`src/rtl/lsu_pkg.sv`:
```
package lsu_pkg;

    // data path and address width of the core
    localparam int XLEN = 64;

    // memory op, encoded as the load/store funct3 field
    // bit 2 marks the zero-extending loads
    // bits 1:0 give the access width
    typedef enum logic [2:0] {
        // byte, sign extended on load
        MEM_B  = 3'd0,
        // halfword, sign extended on load
        MEM_H  = 3'd1,
        // word, sign extended on load
        MEM_W  = 3'd2,
        // doubleword, no extension needed
        MEM_D  = 3'd3,
        // byte, zero extended
        MEM_BU = 3'd4,
        // halfword, zero extended
        MEM_HU = 3'd5,
        // word, zero extended
        MEM_WU = 3'd6
    } mem_op_e;

    // stores only use MEM_B through MEM_D
    // 3'd7 is never a legal op

endpackage
```
`src/rtl/lsu.sv`:
```
`timescale 1ns/100ps

module lsu (
    // clock and reset of the memory stage, the block itself is combinational
    input  logic                     clk,
    input  logic                     rst_i,
    input  logic                     wren_i,
    input  logic                     rden_i,
    input  lsu_pkg::mem_op_e         memop_i,
    input  logic [lsu_pkg::XLEN-1:0] wr_data_i,
    input  logic [lsu_pkg::XLEN-1:0] addr_i,
    input  logic                     ls_sram_rd_data_valid_i,
    input  logic                     ls_sram_wr_data_ok_i,
    input  logic [lsu_pkg::XLEN-1:0] ls_sram_rd_data_i,

    output logic [lsu_pkg::XLEN-1:0] ls_res_o,
    output logic                     ls_rd_done_o,
    output logic                     ls_wr_done_o,

    output logic [lsu_pkg::XLEN-1:0] ls_sram_addr_o,
    output logic                     ls_sram_rd_en_o,
    output logic                     ls_sram_wr_en_o,
    output logic [lsu_pkg::XLEN-1:0] ls_sram_wr_data_o,
    output logic [7:0]               ls_sram_wr_mask_o,
    output logic [2:0]               ls_sram_wr_size_o,
    output logic [2:0]               ls_sram_rd_size_o
);

    // width flags decoded from the op alone
    logic       is_byte;
    logic       is_half;
    logic       is_word;
    logic       is_dword;
    logic       is_zext;
    // lane size code, 0 byte up to 3 doubleword
    logic [2:0] lane_size;
    // store ops with the extension bit set are not stores
    logic       st_legal;
    logic [7:0] wr_mask;

    // lanes picked out of the returned doubleword
    logic [7:0]  rd_b;
    logic [15:0] rd_h;
    logic [31:0] rd_w;

    always_comb begin
        is_byte  = 1'b0;
        is_half  = 1'b0;
        is_word  = 1'b0;
        is_dword = 1'b0;
        unique case (memop_i)
            lsu_pkg::MEM_B, lsu_pkg::MEM_BU: is_byte  = 1'b1;
            lsu_pkg::MEM_H, lsu_pkg::MEM_HU: is_half  = 1'b1;
            lsu_pkg::MEM_W, lsu_pkg::MEM_WU: is_word  = 1'b1;
            lsu_pkg::MEM_D:                  is_dword = 1'b1;
            default:                         is_byte  = 1'b0;
        endcase
    end

    assign is_zext   = (memop_i == lsu_pkg::MEM_BU) || (memop_i == lsu_pkg::MEM_HU) ||
                       (memop_i == lsu_pkg::MEM_WU);
    assign lane_size = {1'b0, is_word | is_dword, is_half | is_dword};
    assign st_legal  = (is_byte | is_half | is_word | is_dword) & ~is_zext;

    // unshifted mask, the sram moves it into the addressed lanes
    always_comb begin
        wr_mask = 8'h00;
        if (wren_i && st_legal) begin
            unique case (lane_size)
                3'd0:    wr_mask = 8'b0000_0001;
                3'd1:    wr_mask = 8'b0000_0011;
                3'd2:    wr_mask = 8'b0000_1111;
                default: wr_mask = 8'b1111_1111;
            endcase
        end
    end

    // sram port
    assign ls_sram_addr_o    = addr_i;
    assign ls_sram_rd_en_o   = rden_i;
    assign ls_sram_wr_en_o   = wren_i;
    assign ls_sram_wr_data_o = wr_data_i;
    assign ls_sram_wr_mask_o = wr_mask;
    assign ls_sram_wr_size_o = (wren_i && st_legal) ? lane_size : 3'd0;
    assign ls_sram_rd_size_o = rden_i ? lane_size : 3'd0;

    // response strobes go straight back to the controller
    assign ls_rd_done_o = ls_sram_rd_data_valid_i;
    assign ls_wr_done_o = ls_sram_wr_data_ok_i;

    // aligned lane select, misaligned requests never reach here
    assign rd_b = ls_sram_rd_data_i[{addr_i[2:0], 3'b000} +: 8];
    assign rd_h = ls_sram_rd_data_i[{addr_i[2:1], 4'b0000} +: 16];
    assign rd_w = ls_sram_rd_data_i[{addr_i[2], 5'b00000} +: 32];

    // response arrives the cycle after the strobe, so the op alone selects
    always_comb begin
        ls_res_o = '0;
        if (ls_sram_rd_data_valid_i) begin
            unique case (memop_i)
                lsu_pkg::MEM_B:  ls_res_o = {{56{rd_b[7]}}, rd_b};
                lsu_pkg::MEM_BU: ls_res_o = {56'b0, rd_b};
                lsu_pkg::MEM_H:  ls_res_o = {{48{rd_h[15]}}, rd_h};
                lsu_pkg::MEM_HU: ls_res_o = {48'b0, rd_h};
                lsu_pkg::MEM_W:  ls_res_o = {{32{rd_w[31]}}, rd_w};
                lsu_pkg::MEM_WU: ls_res_o = {32'b0, rd_w};
                lsu_pkg::MEM_D:  ls_res_o = ls_sram_rd_data_i;
                default:         ls_res_o = '0;
            endcase
        end
    end

endmodule

```
`config.mk`:
```
export PLATFORM = sky130hd
export DESIGN_NAME = lsu
export DESIGN_NICKNAME = d
export VERILOG_FILES = /design/src/rtl/lsu_pkg.sv /design/src/rtl/lsu.sv
export SDC_FILE = /design/constraint.sdc
export NUM_CORES = 1
export LEC_CHECK = 0
export ABC_AREA = 0
export BUFFER_PORTS_ARGS = -buffer_cell sky130_fd_sc_hd__buf_2
export CAP_MARGIN = 20
export CORE_AREA = 3 3 159 161
export DETAILED_ROUTE_END_ITERATION = 8
export DIE_AREA = 0 0 162 164
export PLACE_DENSITY = 0.42
export SLEW_MARGIN = 15
export SYNTH_ARGS = -nofsm -noshare
export SYNTH_HDL_FRONTEND = slang
export SYNTH_SLANG_ARGS = --single-unit
```
`constraint.sdc`:
```
create_clock -name vclk -period 2.8
set_input_delay 0.56 -clock vclk [all_inputs]
set_output_delay 0.56 -clock vclk [all_outputs]
set_load 0.01 [all_outputs]
```
==> flow_metrics.tcl <==
set metrics [dict create \
    drt_pass1_iterations 4 \
    drv_cap 0 \
    drc 0 \
    seq_cells 0 \
    ys_warn_count 0 \
    num_rows 57 \
    die_y_um 164 \
    hold_buffers 0 \
    required_ns 2.24 \
    synth-xor-area-share_pct 0 \
    yosysUniqueCellTypes 32 \
    io_pins 411 \
    power_mw 0.5751 \
    finalHoldWorstSlack_ns 1.120 \
    wl_per_cell_um 23.48 \
    num_vias 3199 \
    syn_inst 400 \
    fp.dieArea_um2 26570 \
    track_usage_pct 11.95 \
    min_period_over_period_pct 96.92 \
    dp_cells 727 \
    syn_to_final_growth_pct 9.098 \
    p_per_area_nw_per_um2 172.7 \
    gp_congestion 0.7184 \
    fin_area_um2 3331 \
    muxShareOfSynthArea_pct 23.57 \
    start_kind "input port" \
    ir_drop_mv 0.05180 \
    setup_viol 0 \
    p_leak_nw 1.423 \
    drive_above_1_share_pct 57.04 \
    synth.cell_area_um2 3053 \
    avgSynthCellArea_um2 7.632 \
    hold_path_end "ls_sram_addr_o[34]" \
    overflow 0 \
    grt_max_degree 65 \
    min_path_cells 0 \
    post_dp_cell_area_um2 3283 \
    instances_no_fill 729 \
    cp.arrival_ns 2.15 \
    timing.final.crit_period_ns 2.714 \
    synth_top_family_by_area "buffers and inverters" \
    synthAdderAreaFrac_pct 0 \
    hp-start "addr_i[34]" \
    pre_cts_ws_ns 0.06604 \
    start_util_pct 12.66 \
    dp_hpwl_um 13900 \
    drv_slew 0 \
    hold_viol 0 \
    clockBufferCount 0 \
    layout.core_utilization_pct 13.82 \
    grt_first_pass_wirelength_um 23680 \
    nNetsFinal 608 \
    synth_compound_area_share_pct 27.46 \
    coreArea_um2 24110 \
    antenna_found_initial 1 \
    ys_seq_area_share_pct 0 \
    fmax_ghz 0.3685 \
    port_buffers 155 \
    path_max_fanout 11 \
    synth-simple-area-share_pct 7.459 \
    tightest_slew_ns 0.7463 \
    vias_per_cell 4.388 \
    seq_area_um2 0 \
    slew_headroom_pct 50.24 \
    wl_um 17110 \
    cp-end-kind "output pin" \
    drt-initial-drc-count 221 \
    setup_ws_ns 0.08631 \
    holdCritPathClass "input port to output pin" \
    antenna_cells 0 \
    path_class "input port to output pin" \
    fin_tns_setup_ns 0 \
    die_w_um 162 \
    grt_pass1_vias 3292 \
    status "finished, final reports clean" \
    ant_nets 0 \
]
[kinds of logic after synthesis]
kind of cell,count (synthesis)
buf+inv,180
compound gates,126
simple gates,43
other cells,1
mux,50
[power breakdown]
group	switching [mW]	internal, mW	total, mW
registers	0	0	0
clock network	0	0	0
logic	0.322	0.253	0.575
[worst max-delay path, cell delays in order]
cell       delay (ns)
clkbuf_4         0.17
nor2_1           0.08
a2111oi_2        0.38
nand4_1          0.22
buf_4            0.22
buf_12           0.14
a31oi_1          0.19
buf_2            0.17
[worst max-delay path by stage]
stage,startpoint,to,slack (ns),cells after the start
floorplan,addr_i[2],ls_res_o[41],0.37,7
finish,addr_i[2],ls_res_o[32],0.09,8
detailed placement,addr_i[0],ls_res_o[20],0.07,7
CTS,addr_i[0],ls_res_o[20],0.06,7
global route,addr_i[2],ls_res_o[56],-0.01,8
global placement,addr_i[0],ls_res_o[15],0.05,7
[cell usage in the layout, fill, tap and decap left out, drive strengths merged]
| cell | instances |
|---|---|
| o22ai | 6 |
| a2111oi | 1 |
| a41oi | 7 |
| or2 | 1 |
| nor3 | 1 |
| a222oi | 12 |
| a22oi | 17 |
| a21oi | 37 |
| and3 | 2 |
| mux2 | 25 |
| nand4 | 2 |
| nand2b | 4 |
| clkbuf | 2 |
| a31oi | 43 |
| o21ai | 1 |
| mux4 | 15 |
| mux2i | 10 |
| nor2b | 3 |
| and2 | 3 |
| buf | 181 |
| inv | 1 |
| a21boi | 1 |
| nand2 | 16 |
| conb | 2 |
| nor2 | 4 |
| nand3b | 1 |
| o211a | 1 |
| or3 | 2 |
| nand3 | 4 |
[area by class of cell]
class                      instances  area (um^2)
fill                            2867        20770
multi-input combinational        221         1809
timing repair buffer             183         1112
tap                              324        405.4
inverter                           1        3.754
[per-layer routing]
| layer | vias to the layer above | wire length, um | track usage, % |
|---|---|---|---|
| met5 | - | 11 | 0 |
| li1 | 1374 | - | - |
| met2 | 207 | 8093 | 20.71 |
| met3 | 96 | 1799 | 3.808 |
| met4 | 2 | 1104 | 6.592 |
| met1 | 1520 | 6106 | 12.95 |
[cells in the mapped netlist, types with 2 or more instances]
cell type	number	area (um^2)
clkbuf_1	21	78.83
nand3_1	4	20.02
o22ai_1	6	37.54
a22oi_1	17	127.6
and3_1	2	12.51
a222oi_1	12	120.1
nor2_1	3	11.26
mux2i_1	10	100.1
a41oi_1	7	61.31
and2_1	3	18.77
nand2b_1	4	25.02
a21oi_1	37	185.2
mux2_2	25	281.5
buf_4	141	1059
nand2_1	16	60.06
nand4_1	2	12.51
buf_6	6	67.56
mux4_2	15	337.8
buf_2	11	55.05
nor2b_1	3	18.77
or3_1	2	12.51
a31oi_1	43	269.0
[timing repair]
action,4_1_cts,5_1_grt
endpoints found under the setup margin,0,5
buffers inserted,0,1
resized for setup,0,4
Note: power is estimated with default switching activity, not from simulation.
