--- config.mk ---
export PLATFORM = sky130hd
export DESIGN_NAME = ls_ctrl
export DESIGN_NICKNAME = d
export VERILOG_FILES = /design/src/rtl/lsu_pkg.sv /design/src/rtl/ls_ctrl.sv
export SDC_FILE = /design/constraint.sdc
export NUM_CORES = 1
export LEC_CHECK = 0
export BUFFER_PORTS_ARGS = -buffer_cell sky130_fd_sc_hd__buf_2
export CORE_AREA = 2 2 155 157
export DETAILED_ROUTE_END_ITERATION = 6
export DIE_AREA = 0 0 157 159
export PLACE_DENSITY = 0.66
export SETUP_SLACK_MARGIN = 0.3
export SLEW_MARGIN = 20
export SYNTH_ARGS = -nofsm -noshare
export SYNTH_HDL_FRONTEND = slang
export SYNTH_SLANG_ARGS = --single-unit
--- constraint.sdc ---
create_clock -name clk -period 3.6 [get_ports clk]
set_clock_uncertainty 0.05 [all_clocks]
set_input_delay 0.72 -clock clk [delete_from_list [all_inputs] [get_ports clk]]
set_output_delay 0.72 -clock clk [all_outputs]
set_load 0.01 [all_outputs]
--- src/rtl/lsu_pkg.sv ---
package lsu_pkg;

    // data path and address width of the core
    localparam int XLEN = 64;

    // memory op, encoded as the load/store funct3 field
    // bit 2 marks the zero-extending loads
    // bits 1:0 give the access width
    typedef enum logic [2:0] {
        // byte, sign extended on load
        MEM_B  = 3'd0,
        // halfword, sign extended on load
        MEM_H  = 3'd1,
        // word, sign extended on load
        MEM_W  = 3'd2,
        // doubleword, no extension needed
        MEM_D  = 3'd3,
        // byte, zero extended
        MEM_BU = 3'd4,
        // halfword, zero extended
        MEM_HU = 3'd5,
        // word, zero extended
        MEM_WU = 3'd6
    } mem_op_e;

    // stores only use MEM_B through MEM_D
    // 3'd7 is never a legal op

endpackage
--- src/rtl/ls_ctrl.sv ---
`timescale 1ns/100ps

module ls_ctrl (
    input  logic                     clk,
    input  logic                     rst_i,
    input  logic                     start_i,
    input  logic                     we_i,
    input  lsu_pkg::mem_op_e         op_i,
    input  logic [lsu_pkg::XLEN-1:0] addr_i,
    input  logic [lsu_pkg::XLEN-1:0] wdata_i,
    input  logic                     rd_done_i,
    input  logic                     wr_done_i,
    input  logic [lsu_pkg::XLEN-1:0] res_i,

    output logic                     rden_o,
    output logic                     wren_o,
    output lsu_pkg::mem_op_e         op_o,
    output logic [lsu_pkg::XLEN-1:0] addr_o,
    output logic [lsu_pkg::XLEN-1:0] wdata_o,
    output logic                     busy_o,
    output logic                     done_o,
    output logic                     err_o,
    output logic [lsu_pkg::XLEN-1:0] rdata_o
);

    typedef enum logic [1:0] {
        S_IDLE,
        S_ISSUE,
        S_WAIT,
        S_DONE
    } ctrl_state_e;

    ctrl_state_e state_q;
    logic        accept;
    logic        bad_req;
    logic        err_q;
    logic        we_q;

    // misaligned for its size, store with a zero-extend op, or an unknown op
    function automatic logic req_illegal(input lsu_pkg::mem_op_e op, input logic we,
                                         input logic [2:0] off);
        logic bad;
        bad = 1'b0;
        case (op)
            lsu_pkg::MEM_B, lsu_pkg::MEM_BU: bad = 1'b0;
            lsu_pkg::MEM_H, lsu_pkg::MEM_HU: bad = off[0];
            lsu_pkg::MEM_W, lsu_pkg::MEM_WU: bad = |off[1:0];
            lsu_pkg::MEM_D:                  bad = |off;
            default:                         bad = 1'b1;
        endcase
        if (we && op[2]) begin
            bad = 1'b1;
        end
        return bad;
    endfunction

    // stays busy through the done pulse
    assign busy_o  = (state_q != S_IDLE) || done_o;
    assign accept  = start_i && !busy_o;
    assign bad_req = req_illegal(op_i, we_i, addr_i[2:0]);

    // one-cycle strobe while in ISSUE
    assign rden_o = (state_q == S_ISSUE) && !we_q;
    assign wren_o = (state_q == S_ISSUE) && we_q;

    always_ff @(posedge clk) begin
        if (rst_i) begin
            state_q <= S_IDLE;
            err_q   <= 1'b0;
            done_o  <= 1'b0;
            err_o   <= 1'b0;
        end else begin
            // done and err are registered off the DONE state
            done_o <= (state_q == S_DONE);
            err_o  <= (state_q == S_DONE) && err_q;
            unique case (state_q)
                S_IDLE: begin
                    if (accept) begin
                        err_q   <= bad_req;
                        // an illegal request skips the sram entirely
                        state_q <= bad_req ? S_DONE : S_ISSUE;
                    end
                end
                S_ISSUE: state_q <= S_WAIT;
                S_WAIT: begin
                    if (rd_done_i || wr_done_i) begin
                        state_q <= S_DONE;
                    end
                end
                default: state_q <= S_IDLE;
            endcase
        end
    end

    // request held for the whole transaction
    always_ff @(posedge clk) begin
        if (accept) begin
            we_q    <= we_i;
            op_o    <= op_i;
            addr_o  <= addr_i;
            wdata_o <= wdata_i;
            rdata_o <= '0;
        end else if (state_q == S_WAIT && rd_done_i) begin
            rdata_o <= res_i;
        end
    end

endmodule

==> results.md, run 1 <==
* Total CTS buffers at 22
* Iteration-0 DRC count of the detailed router at 234
* I/O pin count at 401
* Vias in the first global route at 4897
* RePlAce Congestion at 0.849
* PortBufs at 400
* MaxCap Viol Count at 0
* Setup bufs post-CTS at 0
* Worst Hold Class: input port to flop
* Die span in y at 159 um
* Nets at 1059
* Setup CP Type: flop to output port
* Status: finished clean
* Worst r2r src: state_q[1]$_SDFFE_PP0P_
* Synth async-reset ratio at 0%
* EDFF count, synth at 132
* Syn Area/Cell at 15.0 um^2
* WP data required at 2830 ps
* Top cells by area, synth: edfxtp_1 (59%), dfxtp_1 (21%), nand2_1 (7.2%), a21oi_2 (3.3%), a21oi_1 (2.9%)
* Setup_tns at 0 ps
* GRT overflow at 0
* First-pass iteration count of the detailed router at 4
* Design Area, Final at 0.00964 mm^2
* Pwr/cell area at 783 mW/mm^2
* Critical path startpoint category: flop
* Finished Layout Cells at 1190
* CTS resizes at 0
* R2R cell count at 5
* Worst reg2reg endpoint: wdata_o[1]$_DFFE_PP_
* Yosys warns at 0
* Starting Density at 28.9%
* Critical Path Source: state_q[0]$_SDFFE_PP0P_
* CP Cell Sequence: inv_1 -> ha_1 -> nand2b_2 -> buf_2
* CTS clock-pin slew for the worst setup and hold paths at 60 ps
* Dominant cell type by area after synthesis: edfxtp_1
* Clock Sinks at 201
* Final Max Slew Viols at 0
* Cells after synthesis at 446
* Worst hold slack at 344 ps
* Yosys top cell area share at 59.2%
* Final wirelength at 18200 um
* First-pass GRT wire length at 26500 um
* Vias per inst at 4.18
* Die ar. at 0.0250 mm^2
* Sequential area share after synthesis at 79.8%
* Top_reg_cell synth: edfxtp_1
* Post-DP HPWL at 13200 um
* Mapped Area at 0.00670 mm^2
* Final setup fails at 0
* Cell family with most CP delay: flip-flops
* Root buffer cell: clkbuf_16
* VDD IR max at 0.400 mV
* Leakage at 4.17 nW
* DIE WIDTH at 157 um
* Finished Core Util at 41.6%
* CTS tree: built
* CP max stage delay at 380 ps
* Fraction of layout cells with a size suffix above 1 at 53.7%
* Flops & latches, synth at 201
* Buf+Inv Stages, Crit Path at 2
* Clock latency on the worst-skew pair at 500 ps
* Final Hold Viols at 0
* Post-Syn Nets at 651
* Top post-synthesis cells by count: edfxtp_1 (132), nand2_1 (128), dfxtp_1 (69)
* Post-synth cell types at 27
* Levels on crit path at 4
* Fin crit period at 2250 ps
* CP max-delay cell: dfxtp_1
* Post-DRT Antenna Nets at 0
* Most common cell in the netlist: edfxtp_1
* Global Route Usage Sum at 13.6%
* CTS H-tree depth at 1
* RSZ-0062 raised after global routing: false
* Pin count of the biggest net entering global routing at 107
* Crit path capture: busy_o
* Vias at 4973
* Drt drc at 0
* Area Growth Syn to Fin at 43.9%
* WL per Instance at 15.3 um
* FP Rows at 56
* Max FO, Critical Path at 4
* CP Capture Type: output port
* Hold Buf Count CTS at 0
* Worst slew pin tran at 749 ps
* Worst Path Arrival at 1480 ps
* FMAX at 0.444 GHz
* Core area at 0.0232 mm^2
* Tcrit/Tclk final at 62.6%
* Area post-placement at 0.00893 mm^2
* DP Cell Count at 1149
* Initial antenna violation count at 3
* Largest buffer count on any clock path at 3
* Reg2reg setup slack at 1570 ps
* Worst slew margin at 50.1%
## worst min-delay path by stage
stage	cells past startpoint	end	from
floorplan	1	err_o$_SDFF_PP0_	err_q$_SDFFE_PP0P_
global placement	2	rdata_o[62]$_SDFFE_PP0P_	rdata_o[62]$_SDFFE_PP0P_
detailed placement	2	rdata_o[31]$_SDFFE_PP0P_	rdata_o[31]$_SDFFE_PP0P_
CTS	1	wdata_o[46]$_DFFE_PP_	wdata_i[46]
global route	1	wdata_o[28]$_DFFE_PP_	wdata_i[28]
finish	1	wdata_o[28]$_DFFE_PP_	wdata_i[28]
## sequential cells by signal, indices dropped and copies added, names as in the netlist, 2 cells and up
register and count:
addr_o 64, op_o 3, rdata_o 64, state_q 2, wdata_o 64
## power by group
group,internal [mW],total (mW),switching (mW)
Sequential,3.20,3.41,0.211
Clock,1.33,2.21,0.880
Combinational,0.724,1.93,1.21
## metrics by stage
step / total power [mW] / setup slack [ps]
finish: 7.55 / 1350
global route: 7.95 / 1240
CTS: 7.65 / 1320
detailed placement: 5.43 / 1450
global placement: 5.38 / 1480
floorplan: 4.58 / 582
## cells by family after synthesis
family / Yosys count / share of synthesized area [%]
buf+inv: 23 / 3.59
compound gates: 69 / 6.76
simple gates: 147 / 8.83
flops: 201 / 79.8
mux: 2 / 0.299
fa+ha+maj: 4 / 0.747
## cells in the final DEF (no fill, tap or decap), drive strengths merged, types with 2 or more instances in the layout
cell type / Yosys / final
clkinv: 0 / 8
nand2: 130 / 130
o21ai: 2 / 2
clkbuf: 0 / 30
ha: 4 / 4
inv: 3 / 3
nor2b: 2 / 2
nand2b: 2 / 2
bufinv: 0 / 2
edfxtp: 132 / 132
and2: 3 / 3
nor2: 7 / 7
buf: 20 / 404
a21oi: 64 / 64
mux2i: 2 / 2
dfxtp: 69 / 69
## layout make-up
cell class / instances / area (um^2)
sequential: 201 / 5350
clock buffer: 30 / 612
antenna: 1 / 2.50
tap: 319 / 399
multi-input combinational: 222 / 1110
inverter: 3 / 11.3
fill: 2223 / 13600
timing repair buffer: 404 / 2060
clock inverter: 10 / 97.6
## layer usage
layer	GRT usage (%)	vias up	wire length, um
met2	24.8	254	9350
met5	0	-	26
met3	4.49	48	1920
met4	4.59	4	508
li1	-	2368	-
met1	14.5	2299	6430
No activity file was read; power rests on OpenSTA's default activity.
==> run 2, diff against run 1 <==
--- a/config.mk
+++ b/config.mk
@@ -5,10 +5,11 @@
 export SDC_FILE = /design/constraint.sdc
 export NUM_CORES = 1
 export LEC_CHECK = 0
+export ABC_AREA = 1
 export BUFFER_PORTS_ARGS = -buffer_cell sky130_fd_sc_hd__buf_2
-export CORE_AREA = 2 2 155 157
+export CORE_AREA = 2 2 157 159
 export DETAILED_ROUTE_END_ITERATION = 6
-export DIE_AREA = 0 0 157 159
+export DIE_AREA = 0 0 159 161
 export PLACE_DENSITY = 0.66
 export SETUP_SLACK_MARGIN = 0.3
 export SLEW_MARGIN = 20
==> constraint.sdc (replaced) <==
create_clock -name clk -period 1.8 [get_ports clk]
set_clock_uncertainty 0.05 [all_clocks]
set_input_delay 0.36 -clock clk [delete_from_list [all_inputs] [get_ports clk]]
set_output_delay 0.36 -clock clk [all_outputs]
set_load 0.01 [all_outputs]
==> results.md, run 2 <==
* CP max-delay cell: dfxtp_2
* Nets at 1264
* Ant diodes at 0
* Worst Hold Class: input port to flop
* DIE WIDTH at 159 um
* CP max stage delay at 350 ps
* Top post-synthesis cells by count: nand2_1 (141), edfxtp_1 (132), dfxtp_1 (69)
* Synth async-reset ratio at 0%
* Sequential area share after synthesis at 82.5%
* GRT overflow at 0
* Vias at 5984
* Mapped Area at 0.00648 mm^2
* RSZ-0062 raised after global routing: true
* Dominant cell type by area after synthesis: edfxtp_1
* First-pass iteration count of the detailed router at 4
* First-pass GRT wire length at 31600 um
* Initial antenna violation count at 2
* MaxCap Viol Count at 0
* Final WS setup at 118 ps
* Vias per inst at 4.28
* Top Registers: addr_o (64), rdata_o (64), wdata_o (64)
* I/O pin count at 401
* Die span in y at 161 um
* CTS tree: built
* Fraction of layout cells with a size suffix above 1 at 49.7%
* CP Cell Sequence: inv_4 -> ha_4 -> nand2_1 -> inv_1 -> buf_2
* Post-Syn Nets at 664
* VDD IR max at 0.695 mV
* Root buffer cell: clkbuf_16
* Tcrit/Tclk final at 93.4%
* Post-place setup slack at 231 ps
* Yosys warns at 0
* Drt drc at 0
* Post-synth cell types at 16
* EDFF count, synth at 132
* Worst hold slack at 12.1 ps
* Filler cells at 2059
* Total CTS buffers at 22
* Area post-placement at 0.00904 mm^2
* Leakage at 5.35 nW
* Post-DP HPWL at 13900 um
* Core area at 0.0240 mm^2
* Setup_tns at 0 ps
* Final Hold Viols at 0
* Setup CP Type: flop to output port
* RePlAce Congestion at 0.761
* CTS clock-pin slew for the worst setup and hold paths at 60 ps
* DP Cell Count at 1177
* Top cells by area, synth: edfxtp_1 (61%), dfxtp_1 (21%), nand2_1 (8.2%), a21oi_1 (5.2%), buf_2 (1.5%)
* Flops & latches, synth at 201
* Most common cell after layout, fill and taps aside: buf_2
* Finished Core Util at 50.9%
* Worst slew margin at 86.2%
* Starting Density at 27.0%
* Design Area, Final at 0.0122 mm^2
* Finished Layout Cells at 1399
* WL per Instance at 18.2 um
* WP data required at 1390 ps
* Critical path startpoint category: flop
* Most common cell in the netlist: nand2_1
* Cells after synthesis at 459
* Area Growth Syn to Fin at 88.3%
* Worst slew pin tran at 206 ps
* Largest buffer count on any clock path at 3
* CTS H-tree depth at 1
* PortBufs at 400
* Pin count of the biggest net entering global routing at 65
* FMAX at 0.595 GHz
* Syn Area/Cell at 14.1 um^2
* Worst Path Arrival at 1270 ps
* FP Rows at 57
* Yosys top cell area share at 61.2%
* Status: finished clean
* Post-DRT Antenna Nets at 0
* Final Max Slew Viols at 0
* Global Route Usage Sum at 15.6%
* Clock Sinks at 201
* Vias in the first global route at 5865
* Pwr/cell area at 1370 mW/mm^2
* Clock latency on the worst-skew pair at 500 ps
* Final setup fails at 0
* Final wirelength at 25500 um
* Top_reg_cell synth: edfxtp_1
* Power Total at 16.8 mW
* Commonest non-fill, non-tap cells in the layout: buf_2 (397), edfxtp_1 (132), nand2_1 (127), dlygate4sd3_1 (127), dfxtp_1 (67)
* Iteration-0 DRC count of the detailed router at 309
* Max FO, Critical Path at 2
* Fin crit period at 1680 ps
* CP Capture Type: output port
* Die ar. at 0.0256 mm^2
run 2: what timing repair did:
action,in CTS,in global routing
pin swaps,2,11
hold endpoints to repair,123,4
setup endpoints to repair,128,199
hold buffers,123,4
resized for setup,12,67
buffers inserted,13,12
gates cloned,3,27
run 2: path summary, 6_finish.rpt:
check,slack [ps],startpoint,cells past startpoint,end
setup / recovery,120,state_q[1]$_SDFFE_PP0P_,5,wren_o
hold / removal,10,addr_i[1],1,addr_o[1]$_DFFE_PP_
setup reg to reg,170,state_q[0]$_SDFFE_PP0P_,12,state_q[0]$_SDFFE_PP0P_
hold reg to reg,400,rdata_o[42]$_SDFFE_PP0P_,2,rdata_o[42]$_SDFFE_PP0P_
run 2: routing by layer:
layer	part of all wire, %	global-route usage, %	vias to the layer above
met5	0.11	0	-
met4	2.9	5.25	4
met3	8.1	5.32	64
met2	53	28.6	299
met1	36	16.8	2824
li1	-	-	2793
run 2: cells by family (layout without fill, tap and decap cells):
| family | after synthesis | in the layout | synth area share [%] |
|---|---|---|---|
| AND/OR/NAND/NOR | 150 | 150 | 8.98 |
| adder cells (fa/ha/maj) | 4 | 4 | 0.772 |
| flip-flops | 201 | 201 | 82.5 |
| buffers and inverters | 33 | 649 | 2.30 |
| AO/OA/AOI/OAI | 71 | 71 | 5.48 |
run 2: power by group:
group / internal (mW) / switching (mW) / leakage (nW) / total, mW
Clock: 2.62 / 1.81 / 0.336 / 4.42
Combinational: 2.84 / 2.77 / 3.20 / 5.61
Sequential: 6.28 / 0.460 / 1.82 / 6.74
Total: 11.7 / 5.04 / 5.35 / 16.8
run 2: worst max-delay path: cells and delay by family (launching register included):
kind	cells	cell delay [ps]
DFF	1	350
and+or+nand+nor	1	50
buffers and inverters	3	220
adders and majority gates	1	150
run 2: final cells by class:
cell class	count	area, um^2	share of cell area (%)
clock inverter	13	116	0.953
timing repair inverter	1	11.3	0.0923
multi-input combinational	225	1120	9.18
sequential	201	5350	43.8
inverter	13	70.1	0.574
timing repair buffer	595	4540	37.2
tap	324	405	3.32
clock buffer	27	591	4.84
